File: config.mk
export PLATFORM = sky130hd
export DESIGN_NAME = requant_top
export DESIGN_NICKNAME = d
export VERILOG_FILES = /design/src/common/quant_pkg.sv /design/src/verilog/mac_lane.sv /design/src/bit_select/bit_select_32x16.sv /design/src/verilog/requant_top.sv
export SDC_FILE = /design/constraint.sdc
export NUM_CORES = 2
export LEC_CHECK = 0
export ABC_AREA = 1
export BUFFER_PORTS_ARGS = -buffer_cell sky130_fd_sc_hd__buf_2
export CAP_MARGIN = 20
export CORE_MARGIN = 2
export CORE_UTILIZATION = 40
export DETAILED_ROUTE_END_ITERATION = 8
export GPL_ROUTABILITY_DRIVEN = 0
export PLACE_DENSITY_LB_ADDON = 0.12
export SETUP_SLACK_MARGIN = 0.02
export SLEW_MARGIN = 25
export SYNTH_ARGS = -nofsm -noshare
export SYNTH_HDL_FRONTEND = slang
export SYNTH_SLANG_ARGS = --single-unit
File: constraint.sdc
create_clock -name clk -period 8.6 [get_ports clk]
set_input_delay 1.72 -clock clk [delete_from_list [all_inputs] [get_ports clk]]
set_output_delay 1.72 -clock clk [all_outputs]
set_load 0.01 [all_outputs]
File: src/common/quant_pkg.sv
package quant_pkg;

	//////////////////////////////////////////////////////////////////////
	// widths
	//////////////////////////////////////////////////////////////////////

	localparam int ACT_WIDTH   = 8;   // activation and weight operands
	localparam int PSUM_WIDTH  = 32;  // accumulator and partial sum
	localparam int OUT_WIDTH   = 16;  // selected result
	localparam int CMD_WIDTH   = 5;   // shift enable plus shift amount
	localparam int SHIFT_WIDTH = CMD_WIDTH - 1;

	//////////////////////////////////////////////////////////////////////
	// data words
	//////////////////////////////////////////////////////////////////////

	typedef logic signed [ACT_WIDTH-1:0]  act_t;
	typedef logic signed [PSUM_WIDTH-1:0] psum_t;  // wraps modulo 2^32
	typedef logic [OUT_WIDTH-1:0]         qout_t;

	// operand pair of one lane for one beat
	typedef struct packed {
		act_t act;
		act_t wgt;
	} lane_in_t;

	//////////////////////////////////////////////////////////////////////
	// selection command
	//////////////////////////////////////////////////////////////////////

	// shift_en low keeps the low half of the sum
	// shift_en high takes 16 bits from offset shift_amt + 1
	typedef struct packed {
		logic                   shift_en;
		logic [SHIFT_WIDTH-1:0] shift_amt;
	} sel_cmd_t;

endpackage

File: src/verilog/mac_lane.sv
`timescale 1ns/1ns

module mac_lane (
	input  logic                clk,
	input  logic                i_rst_n,
	input  logic                i_valid,   // one beat of operands
	input  logic                i_last,    // final beat of the dot product
	input  quant_pkg::lane_in_t i_data,
	output logic                o_valid,   // pulses one cycle after the last beat
	output quant_pkg::psum_t    o_psum
);

	import quant_pkg::*;

	localparam int PROD_WIDTH = 2 * ACT_WIDTH;

	logic signed [PROD_WIDTH-1:0] prod;
	psum_t                        prod_ext;
	psum_t                        acc_q;     // running sum of earlier beats
	psum_t                        acc_sum;   // sum including this beat
	logic                         close_sum;

	//////////////////////////////////////////////////////////////////////
	// multiply and add
	//////////////////////////////////////////////////////////////////////

	// signed 8x8 product always fits in 16 bits
	assign prod = $signed(i_data.act) * $signed(i_data.wgt);

	// sign extension up to the accumulator width
	assign prod_ext = {{(PSUM_WIDTH - PROD_WIDTH){prod[PROD_WIDTH-1]}}, prod};

	assign acc_sum   = acc_q + prod_ext;  // overflow just wraps
	assign close_sum = i_valid & i_last;

	//////////////////////////////////////////////////////////////////////
	// accumulator and valid
	//////////////////////////////////////////////////////////////////////

	always_ff @(posedge clk)
	begin
		if (!i_rst_n)
		begin
			acc_q   <= '0;
			o_valid <= 1'b0;
		end
		else
		begin
			o_valid <= close_sum;
			if (close_sum)
			begin
				// next dot product may start on the very next beat
				acc_q <= '0;
			end
			else if (i_valid)
			begin
				acc_q <= acc_sum;
			end
		end
	end

	//////////////////////////////////////////////////////////////////////
	// completed sum
	//////////////////////////////////////////////////////////////////////

	// held until the next last beat
	always_ff @(posedge clk)
	begin
		if (close_sum)
		begin
			o_psum <= acc_sum;
		end
	end

endmodule

File: src/bit_select/bit_select_32x16.sv
`timescale 1ns/1ns

module bit_select_32x16 (
	input  logic                clk,
	input  logic                i_rst_n,
	input  logic                i_valid,  // partial sum valid
	input  logic                i_en,     // output stage enable
	input  quant_pkg::sel_cmd_t i_cmd,    // sampled together with i_valid
	input  quant_pkg::psum_t    i_data,
	output logic                o_valid,
	output quant_pkg::qout_t    o_data
);

	import quant_pkg::*;

	logic                 take;
	logic [SHIFT_WIDTH:0] offset;      // 1 to 16
	qout_t                plain_data;
	qout_t                shift_data;

	// plain path
	logic                 plain_valid_q;
	qout_t                plain_q;

	// shifted path
	logic                 shift_valid_q;
	qout_t                shift_q;

	logic                 shift_sel_q; // which path drives the outputs

	//////////////////////////////////////////////////////////////////////
	// candidate results
	//////////////////////////////////////////////////////////////////////

	assign take   = i_en & i_valid;
	assign offset = {1'b0, i_cmd.shift_amt} + 1'b1;

	assign plain_data = i_data[OUT_WIDTH-1:0];    // low half unchanged
	assign shift_data = i_data[offset +: OUT_WIDTH]; // top case reaches bit 31

	//////////////////////////////////////////////////////////////////////
	// plain path register
	//////////////////////////////////////////////////////////////////////

	always_ff @(posedge clk)
	begin
		if (!i_rst_n)
		begin
			plain_valid_q <= 1'b0;
			plain_q       <= '0;
		end
		else if (take && !i_cmd.shift_en)
		begin
			plain_valid_q <= 1'b1;
			plain_q       <= plain_data;
		end
		else
		begin
			plain_valid_q <= 1'b0;
			plain_q       <= '0;  // zero when idle
		end
	end

	//////////////////////////////////////////////////////////////////////
	// shifted path register
	//////////////////////////////////////////////////////////////////////

	always_ff @(posedge clk)
	begin
		if (!i_rst_n)
		begin
			shift_valid_q <= 1'b0;
			shift_q       <= '0;
		end
		else if (take && i_cmd.shift_en)
		begin
			shift_valid_q <= 1'b1;
			shift_q       <= shift_data;
		end
		else
		begin
			shift_valid_q <= 1'b0;
			shift_q       <= '0;
		end
	end

	// path choice travels with the data
	always_ff @(posedge clk)
	begin
		if (!i_rst_n)
			shift_sel_q <= 1'b0;
		else
			shift_sel_q <= i_cmd.shift_en;
	end

	assign o_data  = shift_sel_q ? shift_q : plain_q;
	assign o_valid = shift_sel_q ? shift_valid_q : plain_valid_q;

endmodule

File: src/verilog/requant_top.sv
`timescale 1ns/1ns

module requant_top #(
	parameter int LANES = 4
) (
	input  logic                            clk,
	input  logic                            i_rst_n,

	// beat control shared by all lanes
	input  logic                            i_valid,
	input  logic                            i_last,
	input  quant_pkg::lane_in_t [LANES-1:0] i_lane_data,

	// output stage control held as levels
	input  logic                            i_en,
	input  quant_pkg::sel_cmd_t             i_cmd,

	output logic                            o_valid,
	output quant_pkg::qout_t [LANES-1:0]    o_qdata
);

	import quant_pkg::*;

	psum_t [LANES-1:0] lane_psum;        // completed sums, one per lane
	logic  [LANES-1:0] lane_psum_valid;
	logic  [LANES-1:0] lane_out_valid;

	//////////////////////////////////////////////////////////////////////
	// lanes
	//////////////////////////////////////////////////////////////////////

	for (genvar l = 0; l < LANES; l++)
	begin : g_lane

		// accumulate until the last beat
		mac_lane u_mac (
			.clk     (clk),
			.i_rst_n (i_rst_n),
			.i_valid (i_valid),
			.i_last  (i_last),
			.i_data  (i_lane_data[l]),
			.o_valid (lane_psum_valid[l]),
			.o_psum  (lane_psum[l])
		);

		// reduce the 32 bit sum to 16 bits in one more cycle
		bit_select_32x16 u_sel (
			.clk     (clk),
			.i_rst_n (i_rst_n),
			.i_valid (lane_psum_valid[l]),
			.i_en    (i_en),
			.i_cmd   (i_cmd),
			.i_data  (lane_psum[l]),
			.o_valid (lane_out_valid[l]),
			.o_data  (o_qdata[l])
		);

	end

	//////////////////////////////////////////////////////////////////////
	// outputs
	//////////////////////////////////////////////////////////////////////

	// all lanes run in lockstep so lane 0 speaks for the array
	assign o_valid = lane_out_valid[0];

endmodule

# == Word-level counts from Yosys, hierarchy flattened ==
# Cells that the tools add are included.
# totals
reg_bits,388
out_inout_bits,65
elab_cells,49
# op_classes
shift,4
bitwise,3
multipliers,4
addsub,5
n_reduce_logical,6
n_mux,7
# ops
cell,count
$add A32 B16 Y32,4
$shiftx A32 B6 Y16,4
$mul A8 B8 Y16,4
$mux W16,4
$add A4 B1 Y5 const B,1
$reduce_and A2 Y1,2
$mux W1,3
$and A1 B1 Y1,2
$logic_and A1 B1 Y1,2
$reduce_or A2 Y1,1
$logic_not A1 Y1,1
$not A1 Y1,1

# == Depth between registers and ports, before layout ==
# logic_depth
word_depth,3
depth_mapped,26
mapped_depth_nobuf,25

# == Cells and area by module ==
# A second synthesis with hierarchy kept.
# hier_totals
hier_cells,5547
area_unflattened_um2,42624.6
# by_module_without_submodules
mod,seq_area_each_um2,cells_per_inst,area_each_um2,n_inst
bit_select_32x16,700.7,357,2223.4,4
mac_lane at g_lane[2].u_mac,1621.6,1037,8539.4,1
mac_lane at g_lane[0].u_mac,1621.6,1022,8425.6,1
mac_lane at g_lane[1].u_mac,1621.6,1037,8399.3,1
mac_lane at g_lane[3].u_mac,1621.6,1023,8366.8,1

# == Worst setup path before layout ==
# No wires, ideal clock.
# synth_path
path_type,input -> register
start,input port i_lane_data[0] in the netlist's numbering
end,"register g_lane[0].u_mac.o_psum[31], data pin"
path_slack_ns,1.941
setup_time_ns,0.251
arrival_ns,6.408
required_time_ns,8.349
path_stages,21
cell_sequence,clkbuf_1 -> nand2_1 -> inv_1 -> fa_1 -> fa_1 -> inv_1 -> fa_1 -> inv_1 -> fa_1 -> ha_1 -> ha_1 -> nand2_1 -> inv_1 -> nand2_1 -> nor2_1 -> and2_1 -> nand2_1 -> nand2_1 -> nand2_1 -> nand2_1 -> inv_1
# synth_via
elab_chain_cells,2
# synth_lines
element,line_no,rtl
"start, declared",requant_top.sv:12,"input quant_pkg::lane_in_t [LANES-1:0] i_lane_data,"
$mul A8 B8 Y16,mac_lane.sv:28,assign prod = $signed(i_data.act) * $signed(i_data.wgt);
$add A32 B16 Y32,mac_lane.sv:33,assign acc_sum = acc_q + prod_ext;
net g_lane[0].u_mac.acc_sum[31],mac_lane.sv:20,psum_t acc_sum;
"end signal, assigned",mac_lane.sv:71,o_psum <= acc_sum;
"end, declared",mac_lane.sv:10,output quant_pkg::psum_t o_psum
# The timed path passes the listed nets, and every way through them passes these cells.
# A chain may end at the register's enable or synchronous reset.

# == Worst setup path in the final report ==
# layout_path
start,input port i_lane_data[50] in the netlist's numbering
end,register g_lane[3].u_mac.acc_q[23]
# layout_via
elab_chain_cells,2
# layout_lines
element,line_no,rtl
$mul A8 B8 Y16,mac_lane.sv:28,
$add A32 B16 Y32,mac_lane.sv:33,
net g_lane[3].u_mac.acc_sum[23],mac_lane.sv:20,
"end signal, assigned",mac_lane.sv:57,acc_q <= acc_sum;
"end, declared",mac_lane.sv:19,psum_t acc_q;
# The timed path passes the listed nets, and every way through them passes these cells.

==> impl_metrics.tcl <==
set metrics [dict create \
    dieWidth_um 326 \
    fin_skew_ns 0.0344 \
    routed_wl_um 112000 \
    min_period_ns 6.66 \
    cp_common_cell "fa_1" \
    end_kind "flop" \
    min-delay-start "g_lane[0].u_mac.o_psum[0]$_DFFE_PP_" \
    clock_path_buffers 3 \
    ioPinCount 139 \
    final_layout_size_suffix_gt1_share_pct 6.31 \
    drcViolationCount 0 \
    clk_latency_ns 0.60 \
    whs_path_depth 2 \
    synthTopCellsByArea "fa_1, nand2_1, dfxtp_1, inv_1, edfxtp_1" \
    hold_buffers 0 \
    setup_viol 0 \
    maxCapViolCount 0 \
    critPathLaunch "i_lane_data[50]" \
    wl_per_cell_um 16.4 \
    nets 6282 \
    die_h_um 326 \
    grt_max_degree 108 \
    grt_pass1_wl_um 182000 \
    yosysUniqueCellTypes 40 \
    hp-class "reg2reg" \
    cp_slowest_cell "fa_1" \
    cts_resized 0 \
    numPortBuffers 138 \
    dp_hpwl_um 88800 \
    synth-xor-area-share_pct 1.01 \
    core_mm2 0.103 \
    crit_arrival_ns 7.15 \
    grtUsageTotal_pct 21.4 \
    worstPathMaxFanout 13 \
    synth_top_cell_by_area "fa_1" \
    rr_endpoint "g_lane[2].u_mac.o_psum[16]$_DFFE_PP_" \
    hold_violations 0 \
    htree_num_levels 2 \
    ys_warn_count 0 \
    via_per_inst 4.82 \
    first_pass_iters 5 \
    drv_slew 0 \
    antenna_left 0 \
    numCtsBuffers 47 \
    netlist_instances 5371 \
    rsz0062_at_grt "false" \
    cts-root-buf "clkbuf_16" \
    post-cts-setup-buffer-count 0 \
    fin_setup_tns_ns 0 \
    syn_nets 6269 \
    status "finished, final reports clean" \
    num_rows 118 \
    synth_fa_ha_area_share_pct 34.7 \
    path_cells "buf_2 > nand2_1 > fa_1 > fa_1 > inv_1 > fa_1 > fa_1 > ha_1 > ha_1 > nand2_1 > nor2_1 > inv_1 > nor2_1 > nand4_1 > nand4_1 > nand2_1 > o21ai_0 > inv_1" \
    cp_slowest_stage_delay_ns 0.67 \
    antenna_found_initial 3 \
    synth_compound_area_share_pct 6.97 \
    yosys.area_share.simple_pct 21.0 \
    startpoint_type "input port" \
    netlist_area_mm2 0.0415 \
    worstSetupPathType "in2reg" \
    yosysSeqAreaShare_pct 21.8 \
    num_vias 32800 \
    yosys_register_bits 388 \
    synth_area_per_cell_um2 7.73 \
    slew_headroom_pct 35.5 \
    holdPathEnd "g_lane[0].u_sel.plain_q[0]$_SDFF_PN0_" \
    tightest_slew_ns 0.967 \
    fmax_ghz 0.150 \
    cts_tree "built" \
    start_util_pct 40.2 \
    drtIter0Drc 1967 \
    syn_to_final_growth_pct 8.27 \
    reg2reg_depth 18 \
    fin_crit_sh_pct 77.4 \
    fp.dieArea_mm2 0.106 \
    synth_top_family_by_area "adder cells" \
    synthMuxAreaShare_pct 2.58 \
    grt_pass1_vias 32600 \
    worst_r2r_startpoint "g_lane[2].u_mac.acc_q[6]$_SDFFE_PP0P_" \
    r2r_slack_ns 3.81 \
    clk_pin_slew_ns 0.06 \
    clock_sinks 388 \
    grt.overflow.total 0 \
    synthDominantCellAreaShare_pct 26.2 \
    nFillCells 10500 \
    required_ns 9.09 \
]
cells in the mapped netlist, drive strengths merged:
| master | count |
|---|---|
| nand3b | 1 |
| a311oi | 2 |
| xnor2 | 21 |
| clkinv | 6 |
| a31oi | 10 |
| o211ai | 25 |
| mux2 | 65 |
| nor2 | 464 |
| o21ai | 272 |
| fa | 544 |
| a22oi | 1 |
| edfxtp | 128 |
| nand4 | 53 |
| nand3 | 219 |
| a21oi | 193 |
| nand2 | 1424 |
| mux2i | 34 |
| a21o | 5 |
| or2 | 6 |
| and2 | 5 |
| a211oi | 2 |
| clkbuf | 134 |
| o21bai | 21 |
| ha | 280 |
| xor2 | 27 |
| nor3 | 20 |
| dfxtp | 260 |
| inv | 1078 |
| o22ai | 4 |
| buf | 67 |
worst max-delay path, delay by kind of cell:
kind / cells / cell delay, ns
adder cells (fa/ha/maj): 6 / 2.95
AO/OA/AOI/OAI: 1 / 0.18
buffers and inverters: 4 / 0.93
AND/OR/NAND/NOR: 7 / 1.33
cell type report:
| class | instances | area (um2) | area share [%] |
|---|---|---|---|
| clock buffers | 64 | 1340 | 2.99 |
| repair buffers | 165 | 921 | 2.05 |
| inverters | 1084 | 4080 | 9.08 |
| multi-input cells | 3698 | 27500 | 61.2 |
| well taps | 1380 | 1730 | 3.84 |
| flip-flops and latches | 388 | 9050 | 20.1 |
| clock inverters | 24 | 324 | 0.721 |
| diodes | 1 | 2.50 | 0.00557 |
how the worst max path moves through the flow:
stage	to	slack [ns]	cells after the start
3_3_place_gp	g_lane[3].u_mac.acc_q[23]$_SDFFE_PP0P_	1.39	18
4_1_cts	g_lane[3].u_mac.acc_q[23]$_SDFFE_PP0P_	1.99	18
3_5_place_dp	g_lane[3].u_mac.acc_q[23]$_SDFFE_PP0P_	1.37	18
6_report	g_lane[3].u_mac.acc_q[23]$_SDFFE_PP0P_	1.94	18
2_1_floorplan	g_lane[0].u_mac.o_psum[31]$_DFFE_PP_	1.94	21
5_1_grt	g_lane[3].u_mac.acc_q[23]$_SDFFE_PP0P_	1.60	18
layer usage:
| layer | vias up | share of wire, % | wire (um) | GRT usage (%) |
|---|---|---|---|---|
| li1 | 16400 | - | - | - |
| met3 | 108 | 4.1 | 4590 | 2.19 |
| met4 | 2 | 1.9 | 2160 | 4.59 |
| met1 | 15600 | 47 | 52300 | 30.2 |
| met2 | 615 | 47 | 52800 | 35.5 |
| met5 | - | 0.012 | 13 | 0 |
metrics by stage:
step                      setup slack [ns]  std cells  hold WS, ns  util, %  instance area, um2
after global routing                  1.60       6804        0.477     43.5               44900
after CTS                             1.99       6802        0.453     43.5               44900
after floorplan                       1.94       5371        0.439        -               41500
after detailed placement              1.37       6714        0.453     41.9               43200
after global placement                1.39       6714        0.443     41.9               43200
final                                 1.94       6804        0.452     43.5               44900
flip-flops by register name, indices dropped and copies added (netlist names):
register	cells
g_lane.u_sel.shift_q	64
g_lane.u_mac.acc_q	128
g_lane.u_sel.shift_sel_q	1
g_lane.u_sel.plain_q	64
g_lane.u_mac.o_psum	128
g_lane.u_sel.plain_valid_q	1
g_lane.u_mac.o_valid	1
g_lane.u_sel.shift_valid_q	1
cells in the final DEF (no fill, tap or decap), types with 7 or more instances in the layout:
master,netlist,routed
mux2_2,65,65
ha_1,280,280
inv_1,1072,1070
a31oi_1,7,7
fa_1,544,544
buf_2,31,135
nor3_1,20,20
mux2i_1,34,34
clkbuf_16,0,49
edfxtp_1,128,128
nand3_1,219,219
o21ai_1,25,25
nor2_1,464,462
a21oi_1,193,193
o211ai_1,25,25
nand4_1,53,53
dfxtp_1,260,259
clkinv_1,6,7
o21ai_2,10,10
inv_2,6,7
clkbuf_1,134,9
nand2_1,1420,1420
bufinv_16,0,7
buf_4,11,27
o21ai_0,237,237
xor2_1,27,27
xnor2_1,21,21
o21bai_1,21,21
logic make-up after synthesis:
| group | Yosys count |
|---|---|
| AO/OA/AOI/OAI | 535 |
| flip-flops | 388 |
| AND/OR/NAND/NOR | 2192 |
| multiplexers | 99 |
| adder cells (fa/ha/maj) | 824 |
| XOR/XNOR | 48 |
| buffers and inverters | 1285 |
Power is left out: the tool's default activity adds up to more than one toggle a clock period on the data nets, which glitch-free logic cannot reach.
